[src/rtl/tsc_cfg.svh]
`ifndef TSC_CFG_SVH
`define TSC_CFG_SVH

`define TSC_WORD_WIDTH 16
`define TSC_NUM_REGS   4

// opcodes, bits 15:12
`define TSC_OP_BNE   4'd0
`define TSC_OP_BEQ   4'd1
`define TSC_OP_BGZ   4'd2
`define TSC_OP_BLZ   4'd3
`define TSC_OP_ADI   4'd4
`define TSC_OP_ORI   4'd5
`define TSC_OP_LHI   4'd6
`define TSC_OP_LWD   4'd7
`define TSC_OP_SWD   4'd8
`define TSC_OP_JMP   4'd9
`define TSC_OP_JAL   4'd10
`define TSC_OP_RTYPE 4'd15

// func field of R-type, bits 5:0
`define TSC_FUNC_ADD 6'd0
`define TSC_FUNC_SUB 6'd1
`define TSC_FUNC_AND 6'd2
`define TSC_FUNC_ORR 6'd3
`define TSC_FUNC_NOT 6'd4
`define TSC_FUNC_TCP 6'd5
`define TSC_FUNC_SHL 6'd6
`define TSC_FUNC_SHR 6'd7
`define TSC_FUNC_JPR 6'd25
`define TSC_FUNC_JRL 6'd26
`define TSC_FUNC_WWD 6'd28
`define TSC_FUNC_HLT 6'd29

`endif
[src/rtl/tsc_pkg.sv]
`default_nettype none

`include "tsc_cfg.svh"

package tsc_pkg;

  typedef logic [`TSC_WORD_WIDTH-1:0]       word_t;
  typedef logic [3:0]                       opcode_t;
  typedef logic [5:0]                       func_t;
  typedef logic [$clog2(`TSC_NUM_REGS)-1:0] reg_idx_t;

  typedef enum logic [4:0] {
    st_if, st_id,
    st_r_ex, st_r_wb,
    st_i_ex, st_i_wb,
    st_mem_ex, st_ld_mem, st_ld_wb, st_sd_mem,
    st_b_check, st_b_complete,
    st_jal, st_jmp, st_jrl, st_jpr,
    st_wwd, st_hlt
  } cu_state_t;

  typedef enum logic [3:0] {
    alu_add, alu_sub, alu_and, alu_or,
    alu_not, alu_tcp, alu_shl, alu_shr,
    alu_lhi, alu_ori,
    alu_bne, alu_beq, alu_bgz, alu_blz
  } alu_op_t;

  typedef struct packed {
    logic       pc_write;
    logic       pc_write_cond;
    logic       pc_src;         // 0 alu result, 1 jump target
    logic       i_or_d;         // 0 pc, 1 aluout as address
    logic       mem_read;
    logic       mem_write;
    logic       mem_to_reg;
    logic       ir_write;
    logic [1:0] reg_write;      // 00 none, 01 rd, 10 rt, 11 link reg 2
    logic       pc_to_reg;
    logic [1:0] alu_src_a;      // 00 pc, 01 a latch
    logic [1:0] alu_src_b;      // 00 b latch, 01 one, 10 imm, 11 zero
    logic       alu_use_func;
    logic       wwd;
    logic       halt;
  } ctrl_t;

endpackage

`default_nettype wire

[src/rtl/cpu.sv]
`timescale 1ns/1ps
`default_nettype none

module cpu (
  input  logic           clk,
  input  logic           reset,
  output tsc_pkg::word_t mem_address,
  output logic           mem_read,
  output logic           mem_write,
  output tsc_pkg::word_t mem_wdata,
  input  tsc_pkg::word_t mem_rdata,
  output tsc_pkg::word_t output_port,
  output logic           wwd,
  output logic           halted
);
  import tsc_pkg::*;

  ctrl_t   ctrl;
  opcode_t opcode;
  func_t   func;

  control_unit i_control_unit (
    .clk    (clk),
    .reset  (reset),
    .opcode (opcode),
    .func   (func),
    .ctrl   (ctrl)
  );

  datapath i_datapath (
    .clk         (clk),
    .reset       (reset),
    .ctrl        (ctrl),
    .opcode      (opcode),
    .func        (func),
    .mem_address (mem_address),
    .mem_wdata   (mem_wdata),
    .mem_rdata   (mem_rdata),
    .mem_read    (mem_read),
    .mem_write   (mem_write),
    .output_port (output_port)
  );

  assign wwd    = ctrl.wwd;
  assign halted = ctrl.halt;

endmodule

`default_nettype wire

[src/rtl/datapath.sv]
`timescale 1ns/1ps
`default_nettype none

`include "tsc_cfg.svh"

module datapath (
  input  logic             clk,
  input  logic             reset,
  input  tsc_pkg::ctrl_t   ctrl,
  output tsc_pkg::opcode_t opcode,
  output tsc_pkg::func_t   func,
  output tsc_pkg::word_t   mem_address,
  output tsc_pkg::word_t   mem_wdata,
  input  tsc_pkg::word_t   mem_rdata,
  output logic             mem_read,
  output logic             mem_write,
  output tsc_pkg::word_t   output_port
);
  import tsc_pkg::*;

  word_t    pc, ir, a_q, b_q, alu_out_q, mdr;
  logic     cond_q;
  word_t    rs_data, rt_data, imm_ext, jump_target;
  word_t    alu_a, alu_b, alu_result, pc_next, wb_data;
  reg_idx_t rs, rt, rd, waddr;
  alu_op_t  alu_op;
  logic     alu_cond;

  assign opcode = ir[15:12];
  assign func   = ir[5:0];
  assign rs     = ir[11:10];
  assign rt     = ir[9:8];
  assign rd     = ir[7:6];

  // ori zero-extends, everything else sign-extends
  assign imm_ext     = (opcode == `TSC_OP_ORI) ? {8'h00, ir[7:0]} : {{8{ir[7]}}, ir[7:0]};
  assign jump_target = {pc[15:12], ir[11:0]};

  always_comb begin
    case (ctrl.alu_src_a)
      2'b00:   alu_a = pc;
      2'b01:   alu_a = a_q;
      default: alu_a = '0;
    endcase
    case (ctrl.alu_src_b)
      2'b00:   alu_b = b_q;
      2'b01:   alu_b = word_t'(1);
      2'b10:   alu_b = imm_ext;
      default: alu_b = '0;
    endcase
  end

  always_comb begin
    alu_op = alu_add;
    if (ctrl.alu_use_func) begin
      case (opcode)
        `TSC_OP_RTYPE: begin
          case (func)
            `TSC_FUNC_SUB: alu_op = alu_sub;
            `TSC_FUNC_AND: alu_op = alu_and;
            `TSC_FUNC_ORR: alu_op = alu_or;
            `TSC_FUNC_NOT: alu_op = alu_not;
            `TSC_FUNC_TCP: alu_op = alu_tcp;
            `TSC_FUNC_SHL: alu_op = alu_shl;
            `TSC_FUNC_SHR: alu_op = alu_shr;
            default:       alu_op = alu_add;
          endcase
        end
        `TSC_OP_ORI: alu_op = alu_ori;
        `TSC_OP_LHI: alu_op = alu_lhi;
        `TSC_OP_BNE: alu_op = alu_bne;
        `TSC_OP_BEQ: alu_op = alu_beq;
        `TSC_OP_BGZ: alu_op = alu_bgz;
        `TSC_OP_BLZ: alu_op = alu_blz;
        default:     alu_op = alu_add;
      endcase
    end
  end

  register_file i_register_file (
    .clk      (clk),
    .reset    (reset),
    .rs       (rs),
    .rt       (rt),
    .rd_data1 (rs_data),
    .rd_data2 (rt_data),
    .we       (ctrl.reg_write != 2'b00),
    .waddr    (waddr),
    .wdata    (wb_data)
  );

  alu i_alu (
    .a      (alu_a),
    .b      (alu_b),
    .op     (alu_op),
    .result (alu_result),
    .cond   (alu_cond)
  );

  assign pc_next = ctrl.pc_src ? jump_target : alu_result;

  always_ff @(posedge clk) begin
    if (reset) begin
      pc <= '0;
    end else if (ctrl.pc_write || (ctrl.pc_write_cond && cond_q)) begin
      pc <= pc_next;
    end
  end

  // latches between states, loaded every cycle
  always_ff @(posedge clk) begin
    if (ctrl.ir_write) begin
      ir <= mem_rdata;
    end
    a_q       <= rs_data;
    b_q       <= rt_data;
    alu_out_q <= alu_result;
    mdr       <= mem_rdata;
    cond_q    <= alu_cond;
  end

  always_comb begin
    case (ctrl.reg_write)
      2'b01:   waddr = rd;
      2'b10:   waddr = rt;
      default: waddr = reg_idx_t'(2);
    endcase
  end

  assign wb_data = ctrl.pc_to_reg ? pc : (ctrl.mem_to_reg ? mdr : alu_out_q);

  assign mem_address = ctrl.i_or_d ? alu_out_q : pc;
  assign mem_wdata   = b_q;
  assign mem_read    = ctrl.mem_read;
  assign mem_write   = ctrl.mem_write;
  assign output_port = a_q;

endmodule

`default_nettype wire

[src/rtl/control_unit.sv]
`timescale 1ns/1ps
`default_nettype none

`include "tsc_cfg.svh"

module control_unit (
  input  logic             clk,
  input  logic             reset,
  input  tsc_pkg::opcode_t opcode,
  input  tsc_pkg::func_t   func,
  output tsc_pkg::ctrl_t   ctrl
);
  import tsc_pkg::*;

  cu_state_t state;
  cu_state_t state_next;

  always_ff @(posedge clk) begin
    if (reset) begin
      state <= st_if;
    end else begin
      state <= state_next;
    end
  end

  always_comb begin
    state_next = st_if;
    case (state)
      st_if: state_next = st_id;
      st_id: begin
        case (opcode)
          `TSC_OP_RTYPE: begin
            case (func)
              `TSC_FUNC_JPR: state_next = st_jpr;
              `TSC_FUNC_JRL: state_next = st_jrl;
              `TSC_FUNC_WWD: state_next = st_wwd;
              `TSC_FUNC_HLT: state_next = st_hlt;
              default:       state_next = st_r_ex;
            endcase
          end
          `TSC_OP_ADI, `TSC_OP_ORI, `TSC_OP_LHI: state_next = st_i_ex;
          `TSC_OP_LWD, `TSC_OP_SWD: state_next = st_mem_ex;
          `TSC_OP_BNE, `TSC_OP_BEQ, `TSC_OP_BGZ, `TSC_OP_BLZ: state_next = st_b_check;
          `TSC_OP_JAL: state_next = st_jal;
          `TSC_OP_JMP: state_next = st_jmp;
          // unknown opcode stops the machine
          default: state_next = st_hlt;
        endcase
      end
      st_r_ex:   state_next = st_r_wb;
      st_i_ex:   state_next = st_i_wb;
      st_mem_ex: state_next = (opcode == `TSC_OP_LWD) ? st_ld_mem : st_sd_mem;
      st_ld_mem: state_next = st_ld_wb;
      st_b_check: state_next = st_b_complete;
      // link first, then the jump itself
      st_jal: state_next = st_jmp;
      st_jrl: state_next = st_jpr;
      st_hlt: state_next = st_hlt;
      default: state_next = st_if;
    endcase
  end

  always_comb begin
    ctrl = '0;
    case (state)
      st_if: begin
        ctrl.mem_read  = 1'b1;
        ctrl.ir_write  = 1'b1;
        ctrl.pc_write  = 1'b1;
        ctrl.alu_src_b = 2'b01;
      end
      st_r_ex: begin
        ctrl.alu_src_a    = 2'b01;
        ctrl.alu_use_func = 1'b1;
      end
      st_r_wb: ctrl.reg_write = 2'b01;
      st_i_ex: begin
        ctrl.alu_src_a    = 2'b01;
        ctrl.alu_src_b    = 2'b10;
        ctrl.alu_use_func = 1'b1;
      end
      st_i_wb: ctrl.reg_write = 2'b10;
      st_mem_ex: begin
        // effective address rs + imm
        ctrl.alu_src_a = 2'b01;
        ctrl.alu_src_b = 2'b10;
      end
      st_ld_mem: begin
        ctrl.mem_read = 1'b1;
        ctrl.i_or_d   = 1'b1;
      end
      st_ld_wb: begin
        ctrl.reg_write  = 2'b10;
        ctrl.mem_to_reg = 1'b1;
      end
      st_sd_mem: begin
        ctrl.mem_write = 1'b1;
        ctrl.i_or_d    = 1'b1;
      end
      st_b_check: begin
        ctrl.alu_src_a    = 2'b01;
        ctrl.alu_use_func = 1'b1;
      end
      st_b_complete: begin
        // pc already holds pc+1
        ctrl.alu_src_b     = 2'b10;
        ctrl.pc_write_cond = 1'b1;
      end
      st_jal, st_jrl: begin
        ctrl.pc_to_reg = 1'b1;
        ctrl.reg_write = 2'b11;
      end
      st_jmp: begin
        ctrl.pc_write = 1'b1;
        ctrl.pc_src   = 1'b1;
      end
      st_jpr: begin
        ctrl.alu_src_a = 2'b01;
        ctrl.alu_src_b = 2'b11;
        ctrl.pc_write  = 1'b1;
      end
      st_wwd: ctrl.wwd = 1'b1;
      st_hlt: ctrl.halt = 1'b1;
      default: ctrl = '0;
    endcase
  end

endmodule

`default_nettype wire

[src/rtl/register_file.sv]
`timescale 1ns/1ps
`default_nettype none

`include "tsc_cfg.svh"

module register_file (
  input  logic              clk,
  input  logic              reset,
  input  tsc_pkg::reg_idx_t rs,
  input  tsc_pkg::reg_idx_t rt,
  output tsc_pkg::word_t    rd_data1,
  output tsc_pkg::word_t    rd_data2,
  input  logic              we,
  input  tsc_pkg::reg_idx_t waddr,
  input  tsc_pkg::word_t    wdata
);
  import tsc_pkg::*;

  word_t regs [`TSC_NUM_REGS];

  always_ff @(posedge clk) begin
    if (reset) begin
      for (int i = 0; i < `TSC_NUM_REGS; i++) begin
        regs[i] <= '0;
      end
    end else if (we) begin
      regs[waddr] <= wdata;
    end
  end

  assign rd_data1 = regs[rs];
  assign rd_data2 = regs[rt];

endmodule

`default_nettype wire

[src/rtl/alu.sv]
`timescale 1ns/1ps
`default_nettype none

`include "tsc_cfg.svh"

module alu (
  input  tsc_pkg::word_t   a,
  input  tsc_pkg::word_t   b,
  input  tsc_pkg::alu_op_t op,
  output tsc_pkg::word_t   result,
  output logic             cond
);
  import tsc_pkg::*;

  always_comb begin
    result = '0;
    cond   = 1'b0;
    case (op)
      alu_add:         result = a + b;
      alu_sub:         result = a - b;
      alu_and:         result = a & b;
      alu_or, alu_ori: result = a | b;
      alu_not:         result = ~a;
      alu_tcp:         result = ~a + word_t'(1);
      alu_shl:         result = a << 1;
      alu_shr:         result = word_t'($signed(a) >>> 1);
      // low byte of imm into the upper half
      alu_lhi:         result = b << (`TSC_WORD_WIDTH / 2);
      alu_bne:         cond = (a != b);
      alu_beq:         cond = (a == b);
      // bgz and blz look at rs only
      alu_bgz:         cond = ($signed(a) > 0);
      alu_blz:         cond = ($signed(a) < 0);
      default:         result = a + b;
    endcase
  end

endmodule

`default_nettype wire

[config.mk]
export PLATFORM = sky130hd
export DESIGN_NAME = cpu
export DESIGN_NICKNAME = d
export VERILOG_FILES = /design/src/rtl/tsc_pkg.sv /design/src/rtl/cpu.sv /design/src/rtl/datapath.sv /design/src/rtl/control_unit.sv /design/src/rtl/register_file.sv /design/src/rtl/alu.sv
export VERILOG_INCLUDE_DIRS = /design/src /design/src/rtl
export SDC_FILE = /design/constraint.sdc
export NUM_CORES = 1
export LEC_CHECK = 0
export ABC_AREA = 1
export BUFFER_PORTS_ARGS = -buffer_cell sky130_fd_sc_hd__buf_4
export CAP_MARGIN = 20
export CORE_MARGIN = 4
export CORE_UTILIZATION = 30
export DETAILED_ROUTE_END_ITERATION = 8
export PLACE_DENSITY_LB_ADDON = 0.25
export SKIP_CTS_REPAIR_TIMING = 1
export SYNTH_ARGS = -nofsm -noshare
export SYNTH_HDL_FRONTEND = slang
export SYNTH_SLANG_ARGS = --single-unit
[constraint.sdc]
create_clock -name clk -period 5.1 [get_ports clk]
set_clock_uncertainty 0.05 [all_clocks]
set_input_delay 0.255 -clock clk [delete_from_list [all_inputs] [get_ports clk]]
set_output_delay 0.255 -clock clk [all_outputs]
set_load 0.005 [all_outputs]
* Word level (Yosys, flattened, before mapping)
Memory sizes are Yosys's and may differ from the RTL's. A register that Yosys moved wholly into a read port is not among the register bits.
Cells that the tools add are included.
** Operators by class
- Add/sub/neg operators :: 3
- Multiplexer cells :: 40
- Eq/ne operators :: 59
- Bitwise gates (word level) :: 4
- Reductions and logical operators :: 22
- Order comparisons :: 2
** Operator list (number)
- 16-bit case mux with 9 select lines :: 1
- 16-bit 2-to-1 mux :: 5
- 5-bit case mux with 10 select lines :: 1
- 16-bit case mux with 3 select lines :: 1
- 4-bit == test, second input constant :: 10
- 5-bit by 4-bit == test with 1-bit output, second input constant :: 8
- 4-bit by 3-bit == test with 1-bit output, second input constant :: 8
- 16-bit case mux with 2 select lines :: 1
- 5-bit case mux with 6 select lines :: 1
- 4-bit case mux with 7 select lines :: 1
- 6-bit by 3-bit == test with 1-bit output, second input constant :: 4
- 6-bit by 5-bit == test with 1-bit output, second input constant :: 4
- 3-bit case mux with 7 select lines :: 1
- 5-bit by 3-bit == test with 1-bit output, second input constant :: 4
- 5-bit case mux with 4 select lines :: 1
- 1-bit 2-to-1 mux :: 19
- 16-bit by 1-bit adder with 16-bit output, second input constant :: 1
- 16-bit adder :: 1
- 16-bit bitwise AND :: 1
- 16-bit == test :: 1
- 4-bit by 2-bit == test with 1-bit output, second input constant :: 4
- 16-bit by 1-bit > comparator with 1-bit output, second input constant :: 1
- 16-bit by 1-bit < comparator with 1-bit output, second input constant :: 1
- 16-bit inequality test :: 1
- other kinds (31) :: 49
** Word-level totals
- Word-level logic and storage cells :: 138
- Output and inout port bits :: 52
- Register bits after elaboration :: 70
- Memories :: 1
- Input port bits :: 18
- RAM bits :: 64
** Memory list
- i_datapath.i_register_file.regs :: words 4, bits a word 16, rd ports 2, clocked after Yosys merged registers in 2, wr ports 4, RTL line register_file.sv:19 : word_t regs [`TSC_NUM_REGS];

* Logic depth before layout (Yosys ltp)
Gate-level depths: netlist of run 1.
- Word-level depth :: 9
- Depth in mapped cells :: 27
- Gate-level depth less buffers :: 26

* Modules after synthesis
Synthesis of run 1 repeated with hierarchy kept, for this count alone.
** Second synthesis, totals
- Cell total of the unflattened synthesis :: 1732
- Area, all modules :: 11536.1 µm²
** By module, submodules not included
- datapath :: cells each 429, area an instance 3706.1 µm², instances 1, seq. area each 2102.0 µm²
- register_file :: cells each 476, area an instance 3622.2 µm², instances 1, seq. area each 1921.8 µm²
- alu :: cells each 698, area an instance 3510.9 µm², instances 1, seq. area each 0.0 µm²
- control_unit :: cells each 129, area an instance 696.9 µm², instances 1, seq. area each 100.1 µm²

* Worst setup path after synthesis of run 1
OpenSTA, ideal clock, no wires.
- Kind :: register to register
- From :: register i_control_unit.state[3]
- To :: memory i_datapath.i_register_file.regs[3][0] in the netlist's numbering, enable pin
- Setup slack :: 1.453 ns
- Required time :: 4.636 ns
- Library setup time :: 0.414 ns
- Buffers on the path :: 1
- Arrival time :: 3.183 ns
- Stages on the path, launching flop included :: 12
- Period minus slack after synthesis :: 3.647 ns
- Path through :: dfxtp_1 > inv_2 > nor2_4 > nand2_1 > nor2_1 > clkbuf_1 > nor3_1 > ha_1 > inv_1 > nand4_1 > inv_1 > a211oi_1
** RTL lines
- start, declared :: RTL line control_unit.sv:15 : cu_state_t state;
- start signal, assigned :: RTL line control_unit.sv:20 : state <= st_if;
- start signal, assigned :: RTL line control_unit.sv:22 : state <= state_next;
- end, declared :: RTL line register_file.sv:19

* Worst setup path in the final report of run 1
- From :: register i_control_unit.state[4]
- To :: register i_datapath.pc[10]
** Between the ends
- Word-level cells in the longest chain between the ends :: 9
- Elaborated cells between the ends (all ways) :: 51
- Classes of those cells :: add/sub: 3; eq/ne: 23; mux: 11; bitwise: 3; reduce/logical: 11
** RTL lines
- branches (longest 9 deep; another with 16-bit adder)
- end signal, assigned :: RTL line datapath.sv:106 : pc <= pc_next;
- end, declared :: RTL line datapath.sv:21 : word_t pc, ir, a_q, b_q, alu_out_q, mdr;
Parallel ways; which one is timed is not known.
A chain may end at the register's enable or synchronous reset.

==> results of run 1 <==
[layout make-up]
| cell class | instances | area (um^2) | area share [%] |
|---|---|---|---|
| Clock inverter | 12 | 104 | 0.839 |
| Timing Repair Buffer | 100 | 811 | 6.55 |
| Clock buffer | 20 | 489 | 3.95 |
| Inverter | 189 | 709 | 5.73 |
| Tap cell | 455 | 569 | 4.60 |
| Sequential cell | 166 | 4120 | 33.3 |
| Multi-Input combinational cell | 1052 | 5580 | 45.0 |
[path summary, 6_finish.rpt]
check,from,endpoint,slack (ps),cells past startpoint
setup reg to reg,i_control_unit.state[4],i_datapath.pc[10],910,21
hold reg to reg,i_datapath.i_register_file.regs[0][9],i_datapath.output_port[9],480,2
hold / removal,reset,i_control_unit.state[1],130,2
setup / recovery,i_control_unit.state[4],i_datapath.pc[10],910,21
[logic make-up (layout without fill, tap and decap cells)]
group,count (synthesis),after routing,share of synthesized area (%)
AO/OA/AOI/OAI,289,289,15.9
XOR/XNOR,7,7,0.577
adder cells (fa/ha/maj),50,50,6.03
buffers and inverters,237,321,8.83
flip-flops,166,166,38.8
multiplexers,6,6,0.636
AND/OR/NAND/NOR,700,700,29.2
[through the flow]
stage                     hold slack (ps)  utilization (%)  cell area (um^2)  setup slack, ps
after floorplan                       233                -             10600             1450
after global placement                323             33.4             11600             1040
after detailed placement              322             33.4             11600              985
after CTS                            -135             35.1             12200              974
after global routing                  145             35.7             12400              454
final                                 131             35.7             12400              908
[synth_stat cells, types with 3 or more instances]
cell type and instances:
nand3_2 6, nor2_2 11, edfxtp_1 80, o22ai_1 52
buf_1 3, inv_1 160, nand4_1 37, nor3_1 16
a211oi_1 3, o21ai_1 8, nand3_1 101, dfxtp_1 86
o21ai_0 126, nor2_4 3, ha_1 48, o211ai_1 7
nand2_1 266, or2_2 3, xor2_1 6, o21ai_4 3
buf_8 3, nor2_1 226, a21oi_1 47, nand2_2 15
a31oi_1 8, o21ai_2 11, buf_2 6, clkinv_1 4
inv_2 25, a21o_1 4, mux2_2 6, o21bai_1 4
clkbuf_1 35
[sequential cells by signal, summed over array words and instances (netlist names)]
| name | count |
|---|---|
| i_datapath.cond_q | 1 |
| i_datapath.i_register_file.regs | 64 |
| i_control_unit.state | 5 |
| i_datapath.mdr | 16 |
| i_datapath.mem_wdata | 16 |
| i_datapath.pc | 16 |
| i_datapath.alu_out_q | 16 |
| i_datapath.ir | 16 |
| i_datapath.output_port | 16 |
[routing by layer]
layer / global-route usage (%) / vias to the layer above / wire length [um]
met5: 0 / - / 0
met2: 33.2 / 436 / 18400
met1: 26.8 / 4936 / 17000
li1: - / 5007 / -
met4: 8.43 / 0 / 1640
met3: 2.80 / 88 / 2580
==> impl_metrics.json, run 1 <==
{
  "cpPeakStageDelay_ps": 550,
  "ys_seq_area_share_pct": 38.8,
  "nFillCells": 3730,
  "clkTransAtPathRegs_ps": 70,
  "die_h_um": 196,
  "setup_viol_count_final": 0,
  "drt_first_pass_iters": 6,
  "critPathMaxFanout": 18,
  "final_nets": 1594,
  "gp_congestion": 0.931,
  "cts_root_buffer": "clkbuf_16",
  "drive_gt1_share_pct": 13.7,
  "tns_ps": 0,
  "synth_area_um2": 10600,
  "worst_slew_pin_slew_ps": 917,
  "grt.overflow.total": 0,
  "slew_headroom_pct": 38.7,
  "rows": 68,
  "maxCapViolations": 0,
  "period_needed_ps": 4190,
  "ant_nets": 0,
  "dieArea_um2": 38500,
  "final_cell_mix": "266 x nand2_1, 225 x nor2_1, 160 x inv_1",
  "rsz0062_at_grt": "no",
  "syn_nets": 1523,
  "areaGrowthSynthToFinish_pct": 16.5,
  "synthDistinctLibCells": 58,
  "critical_path.top_delay_family": "simple AND/OR/NAND/NOR gates",
  "fmax_mhz": 239,
  "grt_start_max_net_pins": 35,
  "outcome": "finished clean",
  "routed_wl_mm": 39.7,
  "core_um2": 34700,
  "drt_iter0_markers": 1032,
  "synth_area_leaders": "edfxtp_1 23%, dfxtp_1 16%, nand2_1 9.4%",
  "dp_cells": 1944,
  "clockBufferDepth": 2,
  "synth.top_cell.area_share_pct": 22.6,
  "first_global_vias": 10100,
  "ys_async_sr_fraction_pct": 0,
  "slew_viol_final": 0,
  "grt_first_pass_wirelength_mm": 59.8,
  "synth_edf_count": 80,
  "cp_cell_sequence": "inv_2 > nand3_2 > inv_2 > nor2_2 > nand2_1 > o21ai_0 > inv_1 > ha_1 > nor2_1 > nor2_1 > o21bai_1 > a21oi_1 > o21ai_0 > nand2_1 > nand2_1 > nand2_1 > nand3_1 > nand3_1 > nand2_1 > nand3_1 > a21oi_1",
  "cts_tree": "built",
  "crit_slowest_cell": "nor2_2",
  "portBuffers": 69,
  "wl_per_cell_um": 19.9,
  "h-tree-depth": 4,
  "final_common_cell": "nand2_1",
  "cp.arrival_ps": 4510,
  "via_count": 10500,
  "ys_ff_latch": 166,
  "antenna_found_initial": 0,
  "initial_utilization_pct": 30.6,
  "antenna_cells": 0,
  "finalHoldViolCount": 0,
  "track_usage_pct": 20.2,
  "syn_avg_cell_area_um2": 7.30,
  "post-route-period-util_pct": 82.2,
  "hold_path_class": "primary input to register",
  "end_kind": "register",
  "synth_warnings": 0,
  "cp_num_buf_inv": 3,
  "instances_no_fill": 1994,
  "hpwl_mm": 30.1,
  "ys.flop_type": "dfxtp_1",
  "startpoint_type": "register",
  "cts_made_buffers": 17,
  "clkLatencyLatePin_ps": 440,
  "critical_path_required_ps": 5420,
  "drc": 0,
  "die_w_um": 196,
  "crit_type": "register to register",
  "syn_inst": 1455,
  "ios": 70,
  "synth_top_area_cell": "edfxtp_1",
  "path_common_cell": "nand2_1",
  "clock_sinks": 166,
  "drt-vias-per-instance": 5.25
}
Power of run 1 is not shown: default switching activity piles up to over one toggle a cycle in this logic, so the estimate is an artifact.
==> run 2, diff against run 1 <==
- ABC_AREA: 1 -> 0
- clock period: 5.1 -> 3.4 ns (I/O delays scaled with it)
==> run 2 against run 1 <==
Effect of this change: the run now ends with setup timing left; highest routed layer is now met5; global-route usage up 0.63 points; count of clock-buffer cells in the layout up 3; register-to-register slack worse by 1400 ps; maximum frequency up 7.5%.
==> impl_metrics.json, run 2 <==
{
  "outcome": "finished with violations",
  "violations": "setup timing",
  "ys_async_sr_fraction_pct": 0,
  "antenna_found_initial": 1,
  "clkPwrFrac_pct": 10.8,
  "synth_top_area_cell": "edfxtp_1",
  "clkLatencyLatePin_ps": 430,
  "synth_edf_count": 80,
  "r2r_slack_ps": -500,
  "ys.flop_type": "dfxtp_1",
  "die_h_um": 197,
  "syn_nets": 1190,
  "track_usage_pct": 20.9,
  "grt.overflow.total": 0,
  "cts_made_buffers": 17,
  "synth-simple-area-share_pct": 16.4,
  "clock_sinks": 166,
  "syn_avg_cell_area_um2": 9.54,
  "end_kind": "register",
  "ir_drop_mv": 0.568,
  "grt_start_max_net_pins": 26,
  "drt-vias-per-instance": 5.37,
  "setup_viol_count_final": 20,
  "hpwl_mm": 33.1,
  "nFillCells": 3381,
  "synth_top_family_by_area": "compound AO/OA/AOI/OAI gates",
  "dieArea_um2": 38800,
  "ios": 70,
  "cp.arrival_ps": 4180,
  "drt_iter0_markers": 747,
  "hold_start": "reset",
  "comb_power_share_pct": 70.0,
  "drc": 0,
  "critPathMaxFanout": 4,
  "synth-compound-area-share_pct": 20.3,
  "final_cell_mix": "349 x buf_4, 150 x nor2_1, 82 x dfxtp_1",
  "gp_congestion": 0.981,
  "p_sw_share_pct": 44.4,
  "largest_reg_flops": 64,
  "fmax_mhz": 256,
  "yosys-top-cells-count": "161 x nor2_1, 86 x dfxtp_1, 80 x edfxtp_1, 65 x a21oi_1, 60 x inv_1",
  "drt_first_pass_iters": 5,
  "worstHoldEndpoint": "i_datapath.pc[3]",
  "synthMuxAreaShare_pct": 12.0,
  "final_nets": 1527,
  "synth_warnings": 0,
  "hold_path_depth": 2,
  "leakage_nw": 6.47,
  "synth.top_cell.area_share_pct": 22.4,
  "ff2ff_path_depth": 17,
  "syn_inst": 1122,
  "worst_r2r_endpoint": "i_datapath.alu_out_q[15]",
  "slew_headroom_pct": 39.7,
  "worst_slew_pin_slew_ps": 905,
  "hold_slack_ps": 82.2,
  "routed_wl_mm": 42.1,
  "crit_type": "register to register",
  "cts_root_buffer": "clkbuf_16",
  "final_common_cell": "buf_4",
  "reg2reg_from": "i_control_unit.state[3]",
  "areaGrowthSynthToFinish_pct": 44.1,
  "power_per_cell_area_nw_per_um2": 1120,
  "slew_viol_final": 0,
  "drive_gt1_share_pct": 41.8,
  "ys_ff_latch": 166,
  "rsz0062_at_grt": "yes",
  "synth_area_um2": 10700,
  "core_um2": 34900,
  "power_frac_seq_pct": 19.2,
  "ys_seq_area_share_pct": 38.5,
  "startpoint_type": "register",
  "synth_area_leaders": "edfxtp_1 22%, dfxtp_1 16%, mux4_2 6.9%",
  "finalHoldViolCount": 0,
  "power_switching_mw": 7.70,
  "synth_xor_area_share_pct": 1.96,
  "p_int_mw": 9.65,
  "synthDistinctLibCells": 93,
  "rows": 68,
  "portBuffers": 69,
  "period_needed_ps": 3900,
  "clkTransAtPathRegs_ps": 70,
  "grt_first_pass_wirelength_mm": 61.9,
  "hold_path_class": "primary input to register",
  "die_w_um": 197,
  "first_global_vias": 10200,
  "ant_nets": 0,
  "yosysMostFrequentCell": "nor2_1",
  "post-route-period-util_pct": 115,
  "regMostFlops": "i_datapath.i_register_file.regs",
  "h-tree-depth": 4,
  "cts_tree": "built",
  "tns_ps": -6790,
  "maxCapViolations": 0,
  "antenna_cells": 0,
  "wl_per_cell_um": 21.8,
  "synth-adder-area-share_pct": 5.98,
  "critical_path_required_ps": 3680,
  "via_count": 10300,
  "clockBufferDepth": 2,
  "initial_utilization_pct": 30.7,
  "setup_slack_ps": -499
}
run 2: changes by cell type after synthesis, sizes merged, moves of 17 or more:
cell and change:
a22oi +18, nand2 -227, o21ai -92, inv -123, mux2i +33, mux4 +33
nand3 -86, o22ai -41, nor2 -80, nand4 -28, xnor2 +17, a21oi +19
run 2: cell type report:
type | instances | area, um^2 | area share, %
Tap cell | 455 | 569 | 3.69
Sequential cell | 166 | 4130 | 26.8
Multi-Input combinational cell | 829 | 6870 | 44.5
Timing Repair Buffer | 383 | 3040 | 19.7
Clock buffer | 23 | 526 | 3.41
Inverter | 62 | 233 | 1.51
Clock inverter | 9 | 57.6 | 0.373
run 2: cell families (layout without fill, tap and decap cells):
logic type	Yosys count	in the layout
adder cells (fa/ha/maj)	50	50
AO/OA/AOI/OAI	305	305
AND/OR/NAND/NOR	366	366
flip-flops	166	166
multiplexers	84	84
buffers and inverters	127	477
XOR/XNOR	24	24
run 2: per-layer routing:
layer	GRT usage, %	vias up	part of all wire [%]
li1	-	4858	-
met1	28.3	5074	44
met2	34.6	347	48
met3	3.15	63	5.4
met4	6.24	2	2.9
met5	0	-	0.031
run 2: worst max-delay path by stage:
stage                                  startpoint                       end  slack [ps]  cells after the start
after floorplan           i_control_unit.state[3]         i_datapath.pc[10]        -500                     19
after global placement    i_control_unit.state[1]  i_datapath.alu_out_q[15]        -700                     17
after detailed placement  i_control_unit.state[0]  i_datapath.alu_out_q[15]        -710                     16
after CTS                 i_control_unit.state[0]  i_datapath.alu_out_q[15]        -770                     16
after global routing      i_control_unit.state[3]  i_datapath.alu_out_q[15]        -590                     17
final                     i_control_unit.state[3]  i_datapath.alu_out_q[15]        -500                     17
run 2: power by group through the flow:
stage / Clock, mW / Combinational (mW) / Sequential (mW)
6_report: 1.88 / 12.1 / 3.33
5_1_grt: 2.00 / 13.0 / 3.38
4_1_cts: 1.91 / 10.4 / 3.29
3_5_place_dp: 0 / 10.3 / 3.32
3_3_place_gp: 0 / 10.3 / 3.34
2_1_floorplan: 0 / 5.55 / 3.04
run 2: metrics by stage:
stage | power, mW | area [um^2] | cells | util (%) | setup WS [ps]
6_report | 17.3 | 15400 | 1927 | 44.2 | -499
5_1_grt | 18.3 | 15400 | 1927 | 44.2 | -594
4_1_cts | 15.6 | 14400 | 1888 | 41.2 | -772
3_5_place_dp | 13.6 | 13800 | 1856 | 39.5 | -714
3_3_place_gp | 13.7 | 13800 | 1856 | 39.5 | -699
2_1_floorplan | 8.59 | 10900 | 1122 | - | -498
run 2: critical path: stages, from the launching register on:
cell	delay [ps]
dfxtp_4	360
buf_6	120
or2_4	220
o21a_1	210
or2_4	280
buf_6	130
a22oi_2	190
inv_2	80
ha_4	300
nor2_4	50
a221o_1	320
or3_4	430
o2111ai_4	110
nand2_2	110
buf_4	160
o41ai_4	260
nand2_1	150
a31oi_4	240
(Power assumes the default switching activity.)
